<file path="src/cu_dp_pkg.sv">
`default_nettype none

package cu_dp_pkg;

	// datapath word
	localparam int DATA_W = 16;

	// control field widths
	localparam int BUS_SRC_W = 4;
	localparam int DEST_W = 4;
	localparam int INC_W = 3;
	localparam int CLR_W = 3;
	localparam int ALU_OP_W = 3;

	// bus source, value is the read_en code
	typedef enum logic [BUS_SRC_W-1:0] {
		src_none = 4'd0,
		src_aa = 4'd1,
		src_r2 = 4'd2,
		src_ab = 4'd3,
		src_am = 4'd5,
		src_an = 4'd6,
		src_bn = 4'd7,
		src_arp = 4'd8,
		src_acp = 4'd9,
		src_bcp = 4'd10,
		src_ac = 4'd12,
		src_ad = 4'd13,
		// memory read, addressed by ar or by pc
		src_mem_ar = 4'd14,
		src_mem_pc = 4'd15
	} bus_src_t;

	// write target, value is the write_en line index
	// none sits on the spare top code
	typedef enum logic [DEST_W-1:0] {
		dst_ar = 4'd0,
		dst_r2 = 4'd1,
		dst_pc = 4'd2,
		dst_ir = 4'd3,
		dst_arp = 4'd7,
		dst_acp = 4'd8,
		dst_bcp = 4'd9,
		dst_r1 = 4'd10,
		dst_ac = 4'd11,
		dst_alu = 4'd12,
		dst_mem = 4'd13,
		dst_none = 4'd15
	} dest_t;

	// increment target, value is the inc_en line index
	typedef enum logic [INC_W-1:0] {
		inc_pc = 3'd2,
		inc_am = 3'd4,
		inc_an = 3'd5,
		inc_bn = 3'd6,
		inc_none = 3'd7
	} inc_t;

	// clear code, driven as is
	typedef enum logic [CLR_W-1:0] {
		clr_none = 3'b000,
		clr_an = 3'b001,
		clr_r2 = 3'b010
	} clr_t;

	typedef enum logic [ALU_OP_W-1:0] {
		alu_pass = 3'd0,
		alu_mul = 3'd1,
		alu_add = 3'd2,
		alu_sub = 3'd3
	} alu_op_t;

endpackage

`default_nettype wire

</file>
<file path="src/cu_seq_pkg.sv">
`default_nettype none

package cu_seq_pkg;

	// class field of the instruction word
	localparam int CLASS_MSB = 15;
	localparam int CLASS_LSB = 12;
	// opcode sits in the low bits
	localparam int OPCODE_W = 6;

	// only these classes reach the opcode dispatch
	localparam logic [CLASS_MSB-CLASS_LSB:0] CLASS_EXEC_A = 4'd8;
	localparam logic [CLASS_MSB-CLASS_LSB:0] CLASS_EXEC_B = 4'd15;

	// status value that leaves idle
	localparam logic [1:0] START_STATUS = 2'b01;

	// microcode states
	// first execute state of each instruction equals its opcode
	typedef enum logic [OPCODE_W-1:0] {
		st_idle = 6'd0,
		st_fetch1 = 6'd1,
		st_fetch2 = 6'd2,
		st_fetch1x = 6'd50,
		st_fetch2x = 6'd51,
		// loads and store
		st_loada1 = 6'd3, st_loada2 = 6'd4,
		st_loadb1 = 6'd5, st_loadb1x = 6'd54, st_loadb2 = 6'd6,
		st_store1 = 6'd7, st_store2 = 6'd8,
		// jump if zero, taken path 2, fall-through path 3
		st_jumpz1 = 6'd9, st_jumpz2 = 6'd10, st_jumpz3 = 6'd11,
		st_jumpz2x = 6'd60, st_jumpz3x = 6'd57,
		// jump if nonzero
		st_jumpn1 = 6'd13, st_jumpn2 = 6'd14, st_jumpn3 = 6'd15,
		st_jumpn2x = 6'd16, st_jumpn3x = 6'd17,
		// single cycle register moves
		st_mvr2r1 = 6'd20,
		st_mvacarp = 6'd23, st_mvacacp = 6'd24, st_mvacbcp = 6'd25,
		// pointer and counter increments
		st_incam = 6'd26, st_incan = 6'd27, st_incbn = 6'd28,
		st_mvamr1 = 6'd29, st_mvanr1 = 6'd30, st_mvbnr1 = 6'd31,
		st_mvarpac = 6'd32, st_mvacpac = 6'd33, st_mvbcpac = 6'd34,
		st_mvaaac = 6'd35, st_mvabac = 6'd36, st_mvadac = 6'd37,
		st_mvacr1 = 6'd38, st_mvacr2 = 6'd39,
		// alu ops, second state writes the result
		st_multi = 6'd41, st_multi1x = 6'd61,
		st_add = 6'd42, st_add1x = 6'd62,
		st_sub = 6'd43, st_sub1x = 6'd58,
		// register clears
		st_rstan = 6'd45, st_rstr2 = 6'd46,
		st_nop = 6'd47,
		st_endop = 6'd48
	} state_t;

	// opcodes accepted by the dispatch
	typedef enum logic [OPCODE_W-1:0] {
		op_loada = 6'd3, op_loadb = 6'd5, op_store = 6'd7,
		op_jumpz = 6'd9, op_jumpn = 6'd13,
		op_mvr2r1 = 6'd20,
		op_mvacarp = 6'd23, op_mvacacp = 6'd24, op_mvacbcp = 6'd25,
		op_incam = 6'd26, op_incan = 6'd27, op_incbn = 6'd28,
		op_mvamr1 = 6'd29, op_mvanr1 = 6'd30, op_mvbnr1 = 6'd31,
		op_mvarpac = 6'd32, op_mvacpac = 6'd33, op_mvbcpac = 6'd34,
		op_mvaaac = 6'd35, op_mvabac = 6'd36, op_mvadac = 6'd37,
		op_mvacr1 = 6'd38, op_mvacr2 = 6'd39,
		op_multi = 6'd41, op_add = 6'd42, op_sub = 6'd43,
		op_rstan = 6'd45, op_rstr2 = 6'd46,
		op_nop = 6'd47,
		op_end = 6'd48
	} opcode_t;

endpackage

`default_nettype wire
</file>
<file path="src/ctrl_word_if.sv">
`default_nettype none

// one symbolic control word per cycle
interface ctrl_word_if;

	cu_dp_pkg::bus_src_t bus_src;
	cu_dp_pkg::dest_t dest;
	cu_dp_pkg::inc_t inc;
	cu_dp_pkg::clr_t clr;
	cu_dp_pkg::alu_op_t alu_op;
	// memory write strobe
	logic mem_wr;

	// microcode table side
	modport source (output bus_src, dest, inc, clr, alu_op, mem_wr);
	// line decoder side
	modport sink (input bus_src, dest, inc, clr, alu_op, mem_wr);

endinterface

`default_nettype wire

</file>
<file path="src/control_unit.sv">
`default_nettype none

module control_unit #(
	// enable line counts for the datapath
	localparam int WRITE_LINES = 16,
	localparam int INC_LINES = 16
) (
	input logic clock,
	input logic arst_n,
	input logic [cu_dp_pkg::DATA_W-1:0] z,
	input logic [1:0] status,
	input logic [15:0] instruction,
	output logic [cu_dp_pkg::ALU_OP_W-1:0] alu_op,
	output logic [WRITE_LINES-1:0] write_en,
	output logic [cu_dp_pkg::BUS_SRC_W-1:0] read_en,
	output logic [cu_dp_pkg::CLR_W-1:0] clr_en,
	output logic [INC_LINES-1:0] inc_en,
	output logic mem_wr,
	output logic end_process
);

	cu_seq_pkg::state_t present;

	// symbolic word between table and decoder
	ctrl_word_if cw ();

	// state register and branching
	ctrl_sequencer u_seq (
		.clock(clock),
		.arst_n(arst_n),
		.status(status),
		.instruction(instruction),
		.z(z),
		.present(present),
		.end_process(end_process)
	);

	// state to control word
	microcode_rom u_rom (
		.present(present),
		.word(cw.source)
	);

	// control word to output lines
	ctrl_line_decoder #(
		.WRITE_LINES(WRITE_LINES),
		.INC_LINES(INC_LINES)
	) u_dec (
		.word(cw.sink),
		.read_en(read_en),
		.write_en(write_en),
		.inc_en(inc_en),
		.clr_en(clr_en),
		.alu_op(alu_op),
		.mem_wr(mem_wr)
	);

endmodule

`default_nettype wire

</file>
<file path="src/ctrl_line_decoder.sv">
`default_nettype none

module ctrl_line_decoder #(
	parameter int WRITE_LINES = 16,
	parameter int INC_LINES = 16
) (
	ctrl_word_if.sink word,
	output logic [cu_dp_pkg::BUS_SRC_W-1:0] read_en,
	output logic [WRITE_LINES-1:0] write_en,
	output logic [INC_LINES-1:0] inc_en,
	output logic [cu_dp_pkg::CLR_W-1:0] clr_en,
	output logic [cu_dp_pkg::ALU_OP_W-1:0] alu_op,
	output logic mem_wr
);

	// encoded fields go straight out
	assign read_en = word.bus_src;
	assign clr_en = word.clr;
	assign alu_op = word.alu_op;
	assign mem_wr = word.mem_wr;

	// target index to one line, none clears all
	assign write_en = (word.dest == cu_dp_pkg::dst_none) ? '0 :
		(WRITE_LINES'(1) << word.dest);

	// same for increments
	assign inc_en = (word.inc == cu_dp_pkg::inc_none) ? '0 :
		(INC_LINES'(1) << word.inc);

endmodule

`default_nettype wire

</file>
<file path="src/microcode_rom.sv">
`default_nettype none

module microcode_rom (
	input cu_seq_pkg::state_t present,
	ctrl_word_if.source word
);

	// local view of one table row
	typedef struct packed {
		cu_dp_pkg::bus_src_t src;
		cu_dp_pkg::dest_t dst;
		cu_dp_pkg::inc_t inc;
		cu_dp_pkg::clr_t clr;
		cu_dp_pkg::alu_op_t alu;
		logic mem_wr;
	} uword_t;

	// nothing driven
	localparam uword_t UW_NONE = '{
		src: cu_dp_pkg::src_none,
		dst: cu_dp_pkg::dst_none,
		inc: cu_dp_pkg::inc_none,
		clr: cu_dp_pkg::clr_none,
		alu: cu_dp_pkg::alu_pass,
		mem_wr: 1'b0
	};

	uword_t uw;

	// bus transfer row, source onto bus and into target
	function automatic uword_t xfer(cu_dp_pkg::bus_src_t s, cu_dp_pkg::dest_t d);
		uword_t r;
		r = UW_NONE;
		r.src = s;
		r.dst = d;
		return r;
	endfunction

	always_comb begin
		uw = UW_NONE;
		case (present)
			// ir <= mem[pc]
			cu_seq_pkg::st_fetch1: uw = xfer(cu_dp_pkg::src_mem_pc, cu_dp_pkg::dst_ir);
			cu_seq_pkg::st_fetch2: uw.inc = cu_dp_pkg::inc_pc;
			// operand address from the word after the instruction
			cu_seq_pkg::st_loada1: begin
				uw = xfer(cu_dp_pkg::src_mem_pc, cu_dp_pkg::dst_ar);
				uw.inc = cu_dp_pkg::inc_pc;
			end
			cu_seq_pkg::st_loada2,
			cu_seq_pkg::st_loadb2: uw = xfer(cu_dp_pkg::src_mem_ar, cu_dp_pkg::dst_ac);
			// indirect, ac holds the address
			cu_seq_pkg::st_loadb1: uw = xfer(cu_dp_pkg::src_ac, cu_dp_pkg::dst_ar);
			cu_seq_pkg::st_store1: uw = xfer(cu_dp_pkg::src_ad, cu_dp_pkg::dst_ar);
			cu_seq_pkg::st_store2: begin
				uw = xfer(cu_dp_pkg::src_r2, cu_dp_pkg::dst_mem);
				uw.mem_wr = 1'b1;
			end
			// jump target into arp
			cu_seq_pkg::st_jumpz1,
			cu_seq_pkg::st_jumpn1: uw = xfer(cu_dp_pkg::src_mem_pc, cu_dp_pkg::dst_arp);
			cu_seq_pkg::st_jumpz2,
			cu_seq_pkg::st_jumpn2: uw = xfer(cu_dp_pkg::src_arp, cu_dp_pkg::dst_pc);
			// not taken, skip the target word
			cu_seq_pkg::st_jumpz3,
			cu_seq_pkg::st_jumpn3: uw.inc = cu_dp_pkg::inc_pc;
			cu_seq_pkg::st_mvr2r1: uw = xfer(cu_dp_pkg::src_r2, cu_dp_pkg::dst_r1);
			cu_seq_pkg::st_mvacarp: uw = xfer(cu_dp_pkg::src_ac, cu_dp_pkg::dst_arp);
			cu_seq_pkg::st_mvacacp: uw = xfer(cu_dp_pkg::src_ac, cu_dp_pkg::dst_acp);
			cu_seq_pkg::st_mvacbcp: uw = xfer(cu_dp_pkg::src_ac, cu_dp_pkg::dst_bcp);
			cu_seq_pkg::st_incam: uw.inc = cu_dp_pkg::inc_am;
			cu_seq_pkg::st_incan: uw.inc = cu_dp_pkg::inc_an;
			cu_seq_pkg::st_incbn: uw.inc = cu_dp_pkg::inc_bn;
			cu_seq_pkg::st_mvamr1: uw = xfer(cu_dp_pkg::src_am, cu_dp_pkg::dst_r1);
			cu_seq_pkg::st_mvanr1: uw = xfer(cu_dp_pkg::src_an, cu_dp_pkg::dst_r1);
			cu_seq_pkg::st_mvbnr1: uw = xfer(cu_dp_pkg::src_bn, cu_dp_pkg::dst_r1);
			cu_seq_pkg::st_mvarpac: uw = xfer(cu_dp_pkg::src_arp, cu_dp_pkg::dst_ac);
			cu_seq_pkg::st_mvacpac: uw = xfer(cu_dp_pkg::src_acp, cu_dp_pkg::dst_ac);
			cu_seq_pkg::st_mvbcpac: uw = xfer(cu_dp_pkg::src_bcp, cu_dp_pkg::dst_ac);
			cu_seq_pkg::st_mvaaac: uw = xfer(cu_dp_pkg::src_aa, cu_dp_pkg::dst_ac);
			cu_seq_pkg::st_mvabac: uw = xfer(cu_dp_pkg::src_ab, cu_dp_pkg::dst_ac);
			cu_seq_pkg::st_mvadac: uw = xfer(cu_dp_pkg::src_ad, cu_dp_pkg::dst_ac);
			cu_seq_pkg::st_mvacr1: uw = xfer(cu_dp_pkg::src_ac, cu_dp_pkg::dst_r1);
			cu_seq_pkg::st_mvacr2: uw = xfer(cu_dp_pkg::src_ac, cu_dp_pkg::dst_r2);
			// first cycle settles the alu, second captures it
			cu_seq_pkg::st_multi: uw.alu = cu_dp_pkg::alu_mul;
			cu_seq_pkg::st_multi1x: begin
				uw.alu = cu_dp_pkg::alu_mul;
				uw.dst = cu_dp_pkg::dst_alu;
			end
			cu_seq_pkg::st_add: uw.alu = cu_dp_pkg::alu_add;
			cu_seq_pkg::st_add1x: begin
				uw.alu = cu_dp_pkg::alu_add;
				uw.dst = cu_dp_pkg::dst_alu;
			end
			cu_seq_pkg::st_sub: uw.alu = cu_dp_pkg::alu_sub;
			cu_seq_pkg::st_sub1x: begin
				uw.alu = cu_dp_pkg::alu_sub;
				uw.dst = cu_dp_pkg::dst_alu;
			end
			cu_seq_pkg::st_rstan: uw.clr = cu_dp_pkg::clr_an;
			cu_seq_pkg::st_rstr2: uw.clr = cu_dp_pkg::clr_r2;
			// memory stays on the bus while halted
			cu_seq_pkg::st_endop: uw.src = cu_dp_pkg::src_mem_ar;
			// idle, gap states and nop
			default: uw = UW_NONE;
		endcase
	end

	assign word.bus_src = uw.src;
	assign word.dest = uw.dst;
	assign word.inc = uw.inc;
	assign word.clr = uw.clr;
	assign word.alu_op = uw.alu;
	assign word.mem_wr = uw.mem_wr;

endmodule

`default_nettype wire

</file>
<file path="src/ctrl_sequencer.sv">
`default_nettype none

module ctrl_sequencer (
	input logic clock,
	input logic arst_n,
	input logic [1:0] status,
	input logic [15:0] instruction,
	input logic [cu_dp_pkg::DATA_W-1:0] z,
	output cu_seq_pkg::state_t present,
	output logic end_process
);

	cu_seq_pkg::state_t next_state;
	logic [cu_seq_pkg::CLASS_MSB-cu_seq_pkg::CLASS_LSB:0] class_field;
	logic [cu_seq_pkg::OPCODE_W-1:0] op_field;
	logic is_exec;

	assign class_field = instruction[cu_seq_pkg::CLASS_MSB:cu_seq_pkg::CLASS_LSB];
	assign op_field = instruction[cu_seq_pkg::OPCODE_W-1:0];
	// classes 8 and 15 carry a real opcode
	assign is_exec = (class_field == cu_seq_pkg::CLASS_EXEC_A) ||
		(class_field == cu_seq_pkg::CLASS_EXEC_B);

	always_comb begin
		// last state of every sequence goes back to fetch
		next_state = cu_seq_pkg::st_fetch1;
		case (present)
			cu_seq_pkg::st_idle: begin
				// hold until start
				if (status != cu_seq_pkg::START_STATUS) begin
					next_state = cu_seq_pkg::st_idle;
				end
			end
			cu_seq_pkg::st_fetch1: next_state = cu_seq_pkg::st_fetch1x;
			cu_seq_pkg::st_fetch1x: next_state = cu_seq_pkg::st_fetch2;
			cu_seq_pkg::st_fetch2: next_state = cu_seq_pkg::st_fetch2x;
			cu_seq_pkg::st_fetch2x: begin
				if (!is_exec) begin
					// other classes idle through one nop
					next_state = cu_seq_pkg::st_nop;
				end else begin
					// opcode value is the entry state
					case (op_field)
						cu_seq_pkg::op_loada, cu_seq_pkg::op_loadb,
						cu_seq_pkg::op_store, cu_seq_pkg::op_jumpz,
						cu_seq_pkg::op_jumpn, cu_seq_pkg::op_mvr2r1,
						cu_seq_pkg::op_mvacarp, cu_seq_pkg::op_mvacacp,
						cu_seq_pkg::op_mvacbcp, cu_seq_pkg::op_incam,
						cu_seq_pkg::op_incan, cu_seq_pkg::op_incbn,
						cu_seq_pkg::op_mvamr1, cu_seq_pkg::op_mvanr1,
						cu_seq_pkg::op_mvbnr1, cu_seq_pkg::op_mvarpac,
						cu_seq_pkg::op_mvacpac, cu_seq_pkg::op_mvbcpac,
						cu_seq_pkg::op_mvaaac, cu_seq_pkg::op_mvabac,
						cu_seq_pkg::op_mvadac, cu_seq_pkg::op_mvacr1,
						cu_seq_pkg::op_mvacr2, cu_seq_pkg::op_multi,
						cu_seq_pkg::op_add, cu_seq_pkg::op_sub,
						cu_seq_pkg::op_rstan, cu_seq_pkg::op_rstr2,
						cu_seq_pkg::op_nop, cu_seq_pkg::op_end: begin
							next_state = cu_seq_pkg::state_t'(op_field);
						end
						// unknown opcode, refetch
						default: next_state = cu_seq_pkg::st_fetch1;
					endcase
				end
			end
			cu_seq_pkg::st_loada1: next_state = cu_seq_pkg::st_loada2;
			cu_seq_pkg::st_loadb1: next_state = cu_seq_pkg::st_loadb1x;
			cu_seq_pkg::st_loadb1x: next_state = cu_seq_pkg::st_loadb2;
			cu_seq_pkg::st_store1: next_state = cu_seq_pkg::st_store2;
			cu_seq_pkg::st_jumpz1: begin
				// taken when z is zero
				next_state = (z == '0) ? cu_seq_pkg::st_jumpz2 : cu_seq_pkg::st_jumpz3;
			end
			cu_seq_pkg::st_jumpz2: next_state = cu_seq_pkg::st_jumpz2x;
			cu_seq_pkg::st_jumpz3: next_state = cu_seq_pkg::st_jumpz3x;
			cu_seq_pkg::st_jumpn1: begin
				// taken when z is nonzero
				next_state = (z != '0) ? cu_seq_pkg::st_jumpn2 : cu_seq_pkg::st_jumpn3;
			end
			cu_seq_pkg::st_jumpn2: next_state = cu_seq_pkg::st_jumpn2x;
			cu_seq_pkg::st_jumpn3: next_state = cu_seq_pkg::st_jumpn3x;
			cu_seq_pkg::st_multi: next_state = cu_seq_pkg::st_multi1x;
			cu_seq_pkg::st_add: next_state = cu_seq_pkg::st_add1x;
			cu_seq_pkg::st_sub: next_state = cu_seq_pkg::st_sub1x;
			// parked until reset
			cu_seq_pkg::st_endop: next_state = cu_seq_pkg::st_endop;
			default: next_state = cu_seq_pkg::st_fetch1;
		endcase
	end

	always_ff @(posedge clock or negedge arst_n) begin
		if (!arst_n) begin
			present <= cu_seq_pkg::st_idle;
			end_process <= 1'b0;
		end else begin
			present <= next_state;
			// one cycle behind the end state
			end_process <= (present == cu_seq_pkg::st_endop);
		end
	end

endmodule

`default_nettype wire

</file>
<file path="config.mk">
export PLATFORM = sky130hd
export DESIGN_NAME = control_unit
export DESIGN_NICKNAME = d
export VERILOG_FILES = /design/src/cu_dp_pkg.sv /design/src/cu_seq_pkg.sv /design/src/ctrl_word_if.sv /design/src/control_unit.sv /design/src/ctrl_line_decoder.sv /design/src/microcode_rom.sv /design/src/ctrl_sequencer.sv
export SDC_FILE = /design/constraint.sdc
export NUM_CORES = 1
export LEC_CHECK = 0
export ABC_CLOCK_PERIOD_IN_PS = 1490
export BUFFER_PORTS_ARGS = -buffer_cell sky130_fd_sc_hd__buf_2
export CELL_PAD_IN_SITES_DETAIL_PLACEMENT = 2
export CELL_PAD_IN_SITES_GLOBAL_PLACEMENT = 2
export CORE_MARGIN = 1.5
export CORE_UTILIZATION = 20
export CTS_BUF_LIST = sky130_fd_sc_hd__clkbuf_16
export DETAILED_ROUTE_END_ITERATION = 16
export PLACE_DENSITY_LB_ADDON = 0.1
export SYNTH_ARGS = -nofsm -noshare
export SYNTH_HDL_FRONTEND = slang
export SYNTH_SLANG_ARGS = --single-unit
</file>
<file path="constraint.sdc">
create_clock -name clock -period 1.49 [get_ports clock]
set_clock_uncertainty 0.15 [all_clocks]
set_input_delay 0.0745 -clock clock [delete_from_list [all_inputs] [get_ports clock]]
set_output_delay 0.0745 -clock clock [all_outputs]
set_load 0.01 [all_outputs]
</file>
-- Word-level counts from Yosys, hierarchy flattened
Index checks and enable logic that the tools add are counted.
- output and inout bits: 44
- bits in registers: 7
- word-level logic and storage cells: 118
- bits of input ports: 36
- reduce and logical (&&, ||, !) cells: 21
- equality and inequality tests: 79
- shifts and indexed selects: 2
- mux-type cells: 14
- operators with widths (operator ; number):
    6-bit equality test, second input constant ; 35
    6-bit by 5-bit equality test with 1-bit output, second input constant ; 20
    6-bit one-hot mux with 19 select lines ; 1
    6-bit by 4-bit equality test with 1-bit output, second input constant ; 9
    4-bit one-hot mux with 13 select lines ; 1
    4-bit one-hot mux with 11 select lines ; 1
    6-bit by 3-bit equality test with 1-bit output, second input constant ; 6
    16-bit two-way mux ; 2
    30-bit OR reduction ; 1
    6-bit by 2-bit equality test with 1-bit output, second input constant ; 3
    16-bit logical NOT ; 1
    16-bit nonzero test ; 1
    1-bit by 3-bit << shifter with 16-bit output, first input constant ; 1
    1-bit by 4-bit << shifter with 16-bit output, first input constant ; 1
    3-bit OR reduction ; 5
    4-bit equality test, second input constant ; 3
    6-bit two-way mux ; 2
    3-bit one-hot mux with 4 select lines ; 1
    2-bit OR reduction ; 6
    4-bit OR reduction ; 2
    8-bit OR reduction ; 1
    6-bit by 1-bit equality test with 1-bit output, second input constant ; 1
    6-bit logical NOT ; 1
    2-bit one-hot mux with 3 select lines ; 1
    other kinds (7) ; 10

-- Longest topological paths before layout
Gate-level depths: netlist of the first run.
- depth after elaboration: 5
- gate-level depth with buffers: 7
- mapped depth without buffers: 5

-- By module
From an unflattened synthesis of the first run, not the netlist that was laid out.
- cells, all modules: 267
- area total of the unflattened synthesis: 1965.6 µm²
- by module, submodules not included (module ; area an instance (µm²) ; sequential area each (µm²) ; times used ; cells an instance):
    ctrl_sequencer ; 752.0 ; 175.2 ; 1 ; 102
    microcode_rom ; 730.7 ; 0.0 ; 1 ; 117
    ctrl_line_decoder ; 483.0 ; 0.0 ; 1 ; 48

-- Worst setup path after synthesis of the first run
No wires, ideal clock.
- path type: register to register
- start point: register u_seq.present[3]
- end point: register u_seq.present[4]
- period minus slack after synthesis: 1.636 ns
- arrival time: 1.422 ns
- data required time: 1.276 ns
- cell stages (with the launch flop): 7
- slack: -0.146 ns
- path buffers: 1
- cell sequence: dfrtp_1 buf_6 inv_6 nand2_1 or3_4 nor4b_2 a211o_1
- word-level cells in the longest chain between the ends: 2
- elaborated cells between the ends (all ways): 20
- those cells by class: eq/ne (18); mux (1); reduce/logical (1)
- RTL lines (what ; RTL line ; RTL):
    start: declaration ; ctrl_sequencer.sv:9 ; output cu_seq_pkg::state_t present,
    start signal: assignment ; ctrl_sequencer.sv:93 ; present <= cu_seq_pkg::st_idle;
    start signal: assignment ; ctrl_sequencer.sv:96 ; present <= next_state;
    6-bit equality test (tied with other cells) ; ctrl_sequencer.sv:27 ; case (present)
    6-bit one-hot mux with 19 select lines * ; ctrl_sequencer.sv:27 ;
    named net u_seq.next_state[4] ; ctrl_sequencer.sv:13 ; cu_seq_pkg::state_t next_state;
Mark *: on every way through the listed nets, which the timed path passes. The rest lies on a longest branch.

-- Worst setup path after layout of the first run
- start point: register u_seq.present[5]
- end point: output read_en[3] (netlist name)
- word-level cells in the longest chain between the ends: 3
- elaborated cells between the ends (all ways): 34
- those cells by class: eq/ne (27); mux (1); reduce/logical (6)
- RTL lines (what ; RTL line ; RTL):
    6-bit by 3-bit equality test with 1-bit output (tied with other cells) ; microcode_rom.sv:41 ; case (present)
    6-bit OR reduction (no source line) (tied with other cells) ; - ;
    4-bit one-hot mux with 13 select lines * ; microcode_rom.sv:41 ;
    end: declaration ; control_unit.sv:15 ; output logic [cu_dp_pkg::BUS_SRC_W-1:0] read_en,
Mark *: on every way between the ends. The rest lies on a longest branch, timed or not.

==> flow_summary.toml, run 1 <==
[final_layout]
final_common_cell = "buf_4"
drive_above_1_share_pct = 72.3
antenna_cells = 0
seq_area_um2 = 183
fin_nets = 423
fillers = 780
multiInputGateArea_um2 = 1590
mostFrequentLayoutCells = "buf_4, buf_2, buf_6"
syn_to_final_growth_pct = 140

[drt]
routed_wl_mm = 12.4
num_vias = 2480
viasPerCell = 5.15
dr.pass1.iters = 4
postRouteAntennaNets = 0
drc_errors = 0
routedWlPerCell_um = 25.6
drt_iter0_markers = 88

[die]
core_area_um2 = 6910
dieArea_um2 = 7770
num_rows = 30
fp.dieW_um = 88.2
die_h_um = 88.2
io_pins = 80
initial_core_util_pct = 21.0

[worst_setup_path]
worst_setup_path_start_kind = "register"
cp.arrival_ps = 1840
required_ps = 1270
cp-end-kind = "output pin"
worstSetupPathType = "reg -> out"
crit_path_max_fanout = 6

[placement]
hpwl_mm = 5.99
dp_slack_ps = -360
port_buffers = 54
gp_routability_congestion = 0.809

[timing]
worst_slack_ps = -575
final-max-slew-violation-count = 0
fin_hold_ws_ps = 121
finalHoldViolations = 0
period_needed_ps = 2060
finalSetupViolCount = 30
fin_setup_tns_ps = -11040
fmax_mhz = 484
grt_setup_unrepaired = "yes"
period_share_pct = 139

[clocking]
root_buffer = "clkbuf_16"
cts_max_level = 1
worstSkewPairLatency_ps = 250
clock_sinks = 7
clk_pin_slew_ps = 50
cts_tree = "built"
cts_made_buffers = 3
clk_path_buf_depth = 2

[grt]
grt_max_degree = 13
grt_usage_pct = 24.5
antenna_found_initial = 0
grt_pass1_wl_mm = 14.3
grt_pass1_vias = 2509
grt-ovfl-total = 0

[yosys]
syn-instance-count = 224
yosysTopAreaCellShare_pct = 12.1
avgSynthCellArea_um2 = 6.47
synth.largest_area_cell = "dfrtp_1"
synth_area_leaders = "dfrtp_1, buf_4, a21oi_1"
ys_ff_latch = 7
synth_area_um2 = 1450
synth_seq_area_share_pct = 12.1
synthFlopType = "dfrtp_1"
synth_cell_types = 56
synth_edf_count = 0
ys_async_sr_fraction_pct = 100
ys_warn_count = 0

[power]
p_leak_nw = 1.57
power-per-cell-area_nw_per_um2 = 2290
vdd_ir_drop_max_mv = 0.565

[job]
drv_cap = 0

[status]
violations = "setup timing"
status = "finished, violations left"

[hold_path]
hold_class = "in -> reg"
==> synth_stat cells, types with 2 or more instances <==
cell type  number
a22oi_1         3
nor4_1          7
o221ai_1        3
inv_1           2
nor2b_1         3
nor2_1         26
o31ai_1         4
or2_2           5
xnor2_1         2
nand2_1        23
clkbuf_1        5
o22ai_1         2
nand3_1         3
a21oi_1        21
nor3b_1         3
nand4_1         4
buf_4          19
o211ai_1        2
buf_1           2
dfrtp_1         7
buf_6           2
and3_1          2
nor3_1          9
buf_2           9
a21o_1          2
nand2b_1        8
o21ai_0        14
a31oi_1         4
==> state kept, by name (all words and copies together), names as in the netlist <==
register / flops
u_seq.end_process: 1
u_seq.present: 6
==> layer usage <==
| layer | vias up | wire (µm) | track usage (%) |
|---|---|---|---|
| met5 | - | 0 | 0 |
| met4 | 0 | 414 | 6.53 |
| met3 | 30 | 538 | 3.20 |
| met2 | 106 | 6320 | 44.6 |
| met1 | 1232 | 5080 | 30.1 |
| li1 | 1112 | - | - |
==> cell families after synthesis <==
| family | after synthesis | synth area share [%] |
|---|---|---|
| AOI/OAI and AO/OA | 72 | 32.6 |
| xor gates and xnor gates | 2 | 1.21 |
| other | 1 | 0.259 |
| DFF | 7 | 12.1 |
| muxes | 1 | 0.776 |
| buffers and inverters | 41 | 17.8 |
| and+or+nand+nor | 100 | 35.3 |
==> final timing paths <==
check | to | from | slack (ps) | cells after the start
worst max-delay path | read_en[3] | u_seq.present[5]$_DFF_PN0_ | -570 | 7
worst min-delay path | u_seq.present[0]$_DFF_PN0_ | instruction[0] | 120 | 3
worst max register to register | u_seq.present[2]$_DFF_PN0_ | u_seq.present[3]$_DFF_PN0_ | -450 | 7
worst min register to register | u_seq.present[5]$_DFF_PN0_ | u_seq.present[2]$_DFF_PN0_ | 630 | 2
max in group asynchronous | u_seq.present[2]$_DFF_PN0_ | arst_n | 810 | 2
min in group asynchronous | u_seq.present[1]$_DFF_PN0_ | arst_n | 140 | 2
==> per-stage QoR <==
stage / std cells / area [µm²] / total power [mW] / util, %
6_report: 482 / 3480 / 7.95 / 50.4
5_1_grt: 482 / 3480 / 8.24 / 50.4
4_1_cts: 451 / 2910 / 5.97 / 42.1
3_5_place_dp: 427 / 2290 / 4.17 / 33.2
3_3_place_gp: 427 / 2290 / 4.12 / 33.2
2_1_floorplan: 242 / 1600 / 2.35 / -
==> cell type report <==
class	instances	share of cell area, %
clock buffers	3	2.16
clock inverters	1	0.108
inverters	4	1.37
multi-input cells	194	45.6
flip-flops and latches	7	5.25
well taps	96	3.45
repair buffers	177	42.0
==> power breakdown <==
part	leakage, nW	switching, mW	internal (mW)
Clock	0.0423	0.146	0.354
Combinational	1.45	3.62	3.38
Sequential	0.0826	0.168	0.279
Total	1.57	3.94	4.02
==> repair_timing <==
item | CTS | global route
hold buffers | 1 | 0
hold endpoints to repair | 7 | 0
buffers inserted | 20 | 33
pin swaps | 15 | 40
cloned | 0 | 1
gates resized for setup | 98 | 78
endpoints found under the setup margin | 31 | 31
==> worst max-delay path, stage by stage, from the launching register on <==
cell and delay, ps:
dfrtp_2 490, buf_6 170, buf_6 120, a21o_1 200, a211oi_4 260, a21oi_2 80
a21oi_2 120, buf_2 150
Note: power is estimated with default switching activity, not from simulation.
==> inputs of run 2 (changes only) <==
--- a/config.mk
+++ b/config.mk
@@ -11,7 +11,7 @@
 export CELL_PAD_IN_SITES_GLOBAL_PLACEMENT = 2
 export CORE_MARGIN = 1.5
 export CORE_UTILIZATION = 20
-export CTS_BUF_LIST = sky130_fd_sc_hd__clkbuf_16
+export CTS_CLUSTER_SIZE = 20
 export DETAILED_ROUTE_END_ITERATION = 16
 export PLACE_DENSITY_LB_ADDON = 0.1
 export SYNTH_ARGS = -nofsm -noshare
==> run 2 against run 1 <==
Effect of this change:
- the run still ends with setup timing left
- total power is 0.18% higher
- critical endpoint unchanged
- largest cell class unchanged
- maximum frequency is 1.4% higher
- largest power group unchanged
- clock power is 39% lower
- critical path type unchanged
- global-route usage is 1.4 points higher
==> flow_summary.toml, run 2 (synthesis gave the netlist of run 1 again) <==
[status]
status = "finished, violations left"
violations = "setup timing"

[worst_setup_path]
crit_chain = "buf_6, buf_6, a21o_1, a211oi_4, a21oi_2, a21oi_2, buf_2"
cp.arrival_ps = 1810
reg2reg_setup_slack_ps = -380
r2r-end = "u_seq.present[4]$_DFF_PN0_"
crit_path_max_fanout = 5
cp-end-kind = "output pin"
path_delay_family = "compound AO/OA/AOI/OAI gates"
required_ps = 1270
worstSetupPathType = "reg -> out"
worst_setup_path_start_kind = "register"
r2r_cells = 6
slowest_delay_ps = 450
cp_num_buf_inv = 3
cp_slowest_cell = "dfrtp_2"
reg2reg_from = "u_seq.present[2]$_DFF_PN0_"

[timing]
finalHoldViolations = 0
finalSetupViolCount = 31
final-max-slew-violation-count = 0
fmax_mhz = 491
timing.slew.headroom_pct = 66.8
period_needed_ps = 2040
tightest_slew_ps = 490
grt_setup_unrepaired = "yes"
period_share_pct = 137
worst_slack_ps = -545

[die]
io_pins = 80
core_area_um2 = 6910
fp.dieW_um = 88.2
die_h_um = 88.2
num_rows = 30
dieArea_um2 = 7770
initial_core_util_pct = 21.0

[placement]
port_buffers = 54
hpwl_mm = 5.99
dpl.cell_count = 427
postPlaceCellArea_um2 = 2290
gp_routability_congestion = 0.809
dp_slack_ps = -360

[final_layout]
fin_nets = 420
largest_register = "u_seq.present"
final_common_cell = "buf_4"
seq_area_um2 = 183
reg_top3 = "u_seq.present: 6 flops, u_seq.end_process: 1 flops"
final_cell_area_um2 = 3470
fin_cells = 479
fillers = 780
mostFrequentLayoutCells = "buf_4, buf_2, buf_6"
drive_above_1_share_pct = 71.8
antenna_cells = 0
syn_to_final_growth_pct = 139
largest_reg_flops = 6
multiInputGateArea_um2 = 1600

[drt]
viasPerCell = 5.25
num_vias = 2515
drt_iter0_markers = 76
postRouteAntennaNets = 0
routed_wl_mm = 12.7
routedWlPerCell_um = 26.6
dr.pass1.iters = 4
drc_errors = 0

[clocking]
cts_tree = "built"
clk_pin_slew_ps = 50
cts_max_level = 1
worstSkewPairLatency_ps = 250
clock_sinks = 7
cts_made_buffers = 3
clk_path_buf_depth = 2
root_buffer = "clkbuf_8"

[power]
power_mw = 7.97
power-per-cell-area_nw_per_um2 = 2300
vdd_ir_drop_max_mv = 0.662
p_leak_nw = 1.57

[job]
drv_cap = 0

[grt]
grt_pass1_wl_mm = 14.9
grt-busiest-layer = "met2"
grt_pass1_vias = 2546
gr-usage-met1_pct = 31.7
grt_max_degree = 13
antenna_found_initial = 0
grt-ovfl-total = 0
grt_usage_pct = 25.9
met2_usage_pct = 47.6
grtUsageMet3_pct = 1.98

[hold_path]
hold_class = "in -> async"
## run 2: repair_timing
item	4_1_cts	5_1_grt
hold buffers	1	0
endpoints found under the hold margin	7	0
pin swaps	21	29
setup buffers	22	25
resized for setup	113	70
setup endpoints to repair	31	31
cloned	0	1
## run 2: how the worst max path moves through the flow
stage	cells past startpoint	slack, ps	startpoint	to
final	7	-550	u_seq.present[5]$_DFF_PN0_	read_en[3]
after detailed placement	4	-360	u_seq.present[5]$_DFF_PN0_	u_seq.present[4]$_DFF_PN0_
after global routing	7	-610	u_seq.present[5]$_DFF_PN0_	read_en[3]
after global placement	5	-330	u_seq.present[5]$_DFF_PN0_	u_seq.present[2]$_DFF_PN0_
after CTS	7	-440	u_seq.present[1]$_DFF_PN0_	read_en[0]
after floorplan	6	-30	u_seq.present[3]$_DFF_PN0_	u_seq.present[4]$_DFF_PN0_
## run 2: worst reg2reg max path: cells and delay by family, from the launching register on
| family | cells | cell delay (ps) |
|---|---|---|
| AO/OA/AOI/OAI | 1 | 190 |
| buffers and inverters | 2 | 240 |
| flip-flops | 1 | 470 |
| AND/OR/NAND/NOR | 3 | 750 |
## run 2: routing by layer
metal	wire length, µm	part of all wire [%]	up-vias
met5	0	0	-
li1	-	-	1103
met3	696	5.5	46
met1	5090	40	1237
met2	6260	49	129
met4	695	5.5	0
## run 2: cell type report
class,instances,area share [%]
Tap cell,96,3.47
Clock buffer,4,1.30
Multi-Input combinational cell,194,46.3
Inverter,4,1.37
Timing Repair Buffer,174,42.3
Sequential cell,7,5.27
## run 2: through the flow
stage	setup TNS (ps)	hold WS, ps	util [%]
floorplan	-47.7	-371	-
global placement	-5480	-221	33.2
detailed placement	-5900	-223	33.2
CTS	-6800	53.4	42.4
global route	-12270	111	50.2
finish	-10750	85.2	50.2
## run 2: report_power, final
group	internal (mW)	switching (mW)	leakage [nW]
sequential	0.279	0.168	0.0826
combinational	3.48	3.74	1.47
clock	0.188	0.117	0.0228
total	3.94	4.02	1.57
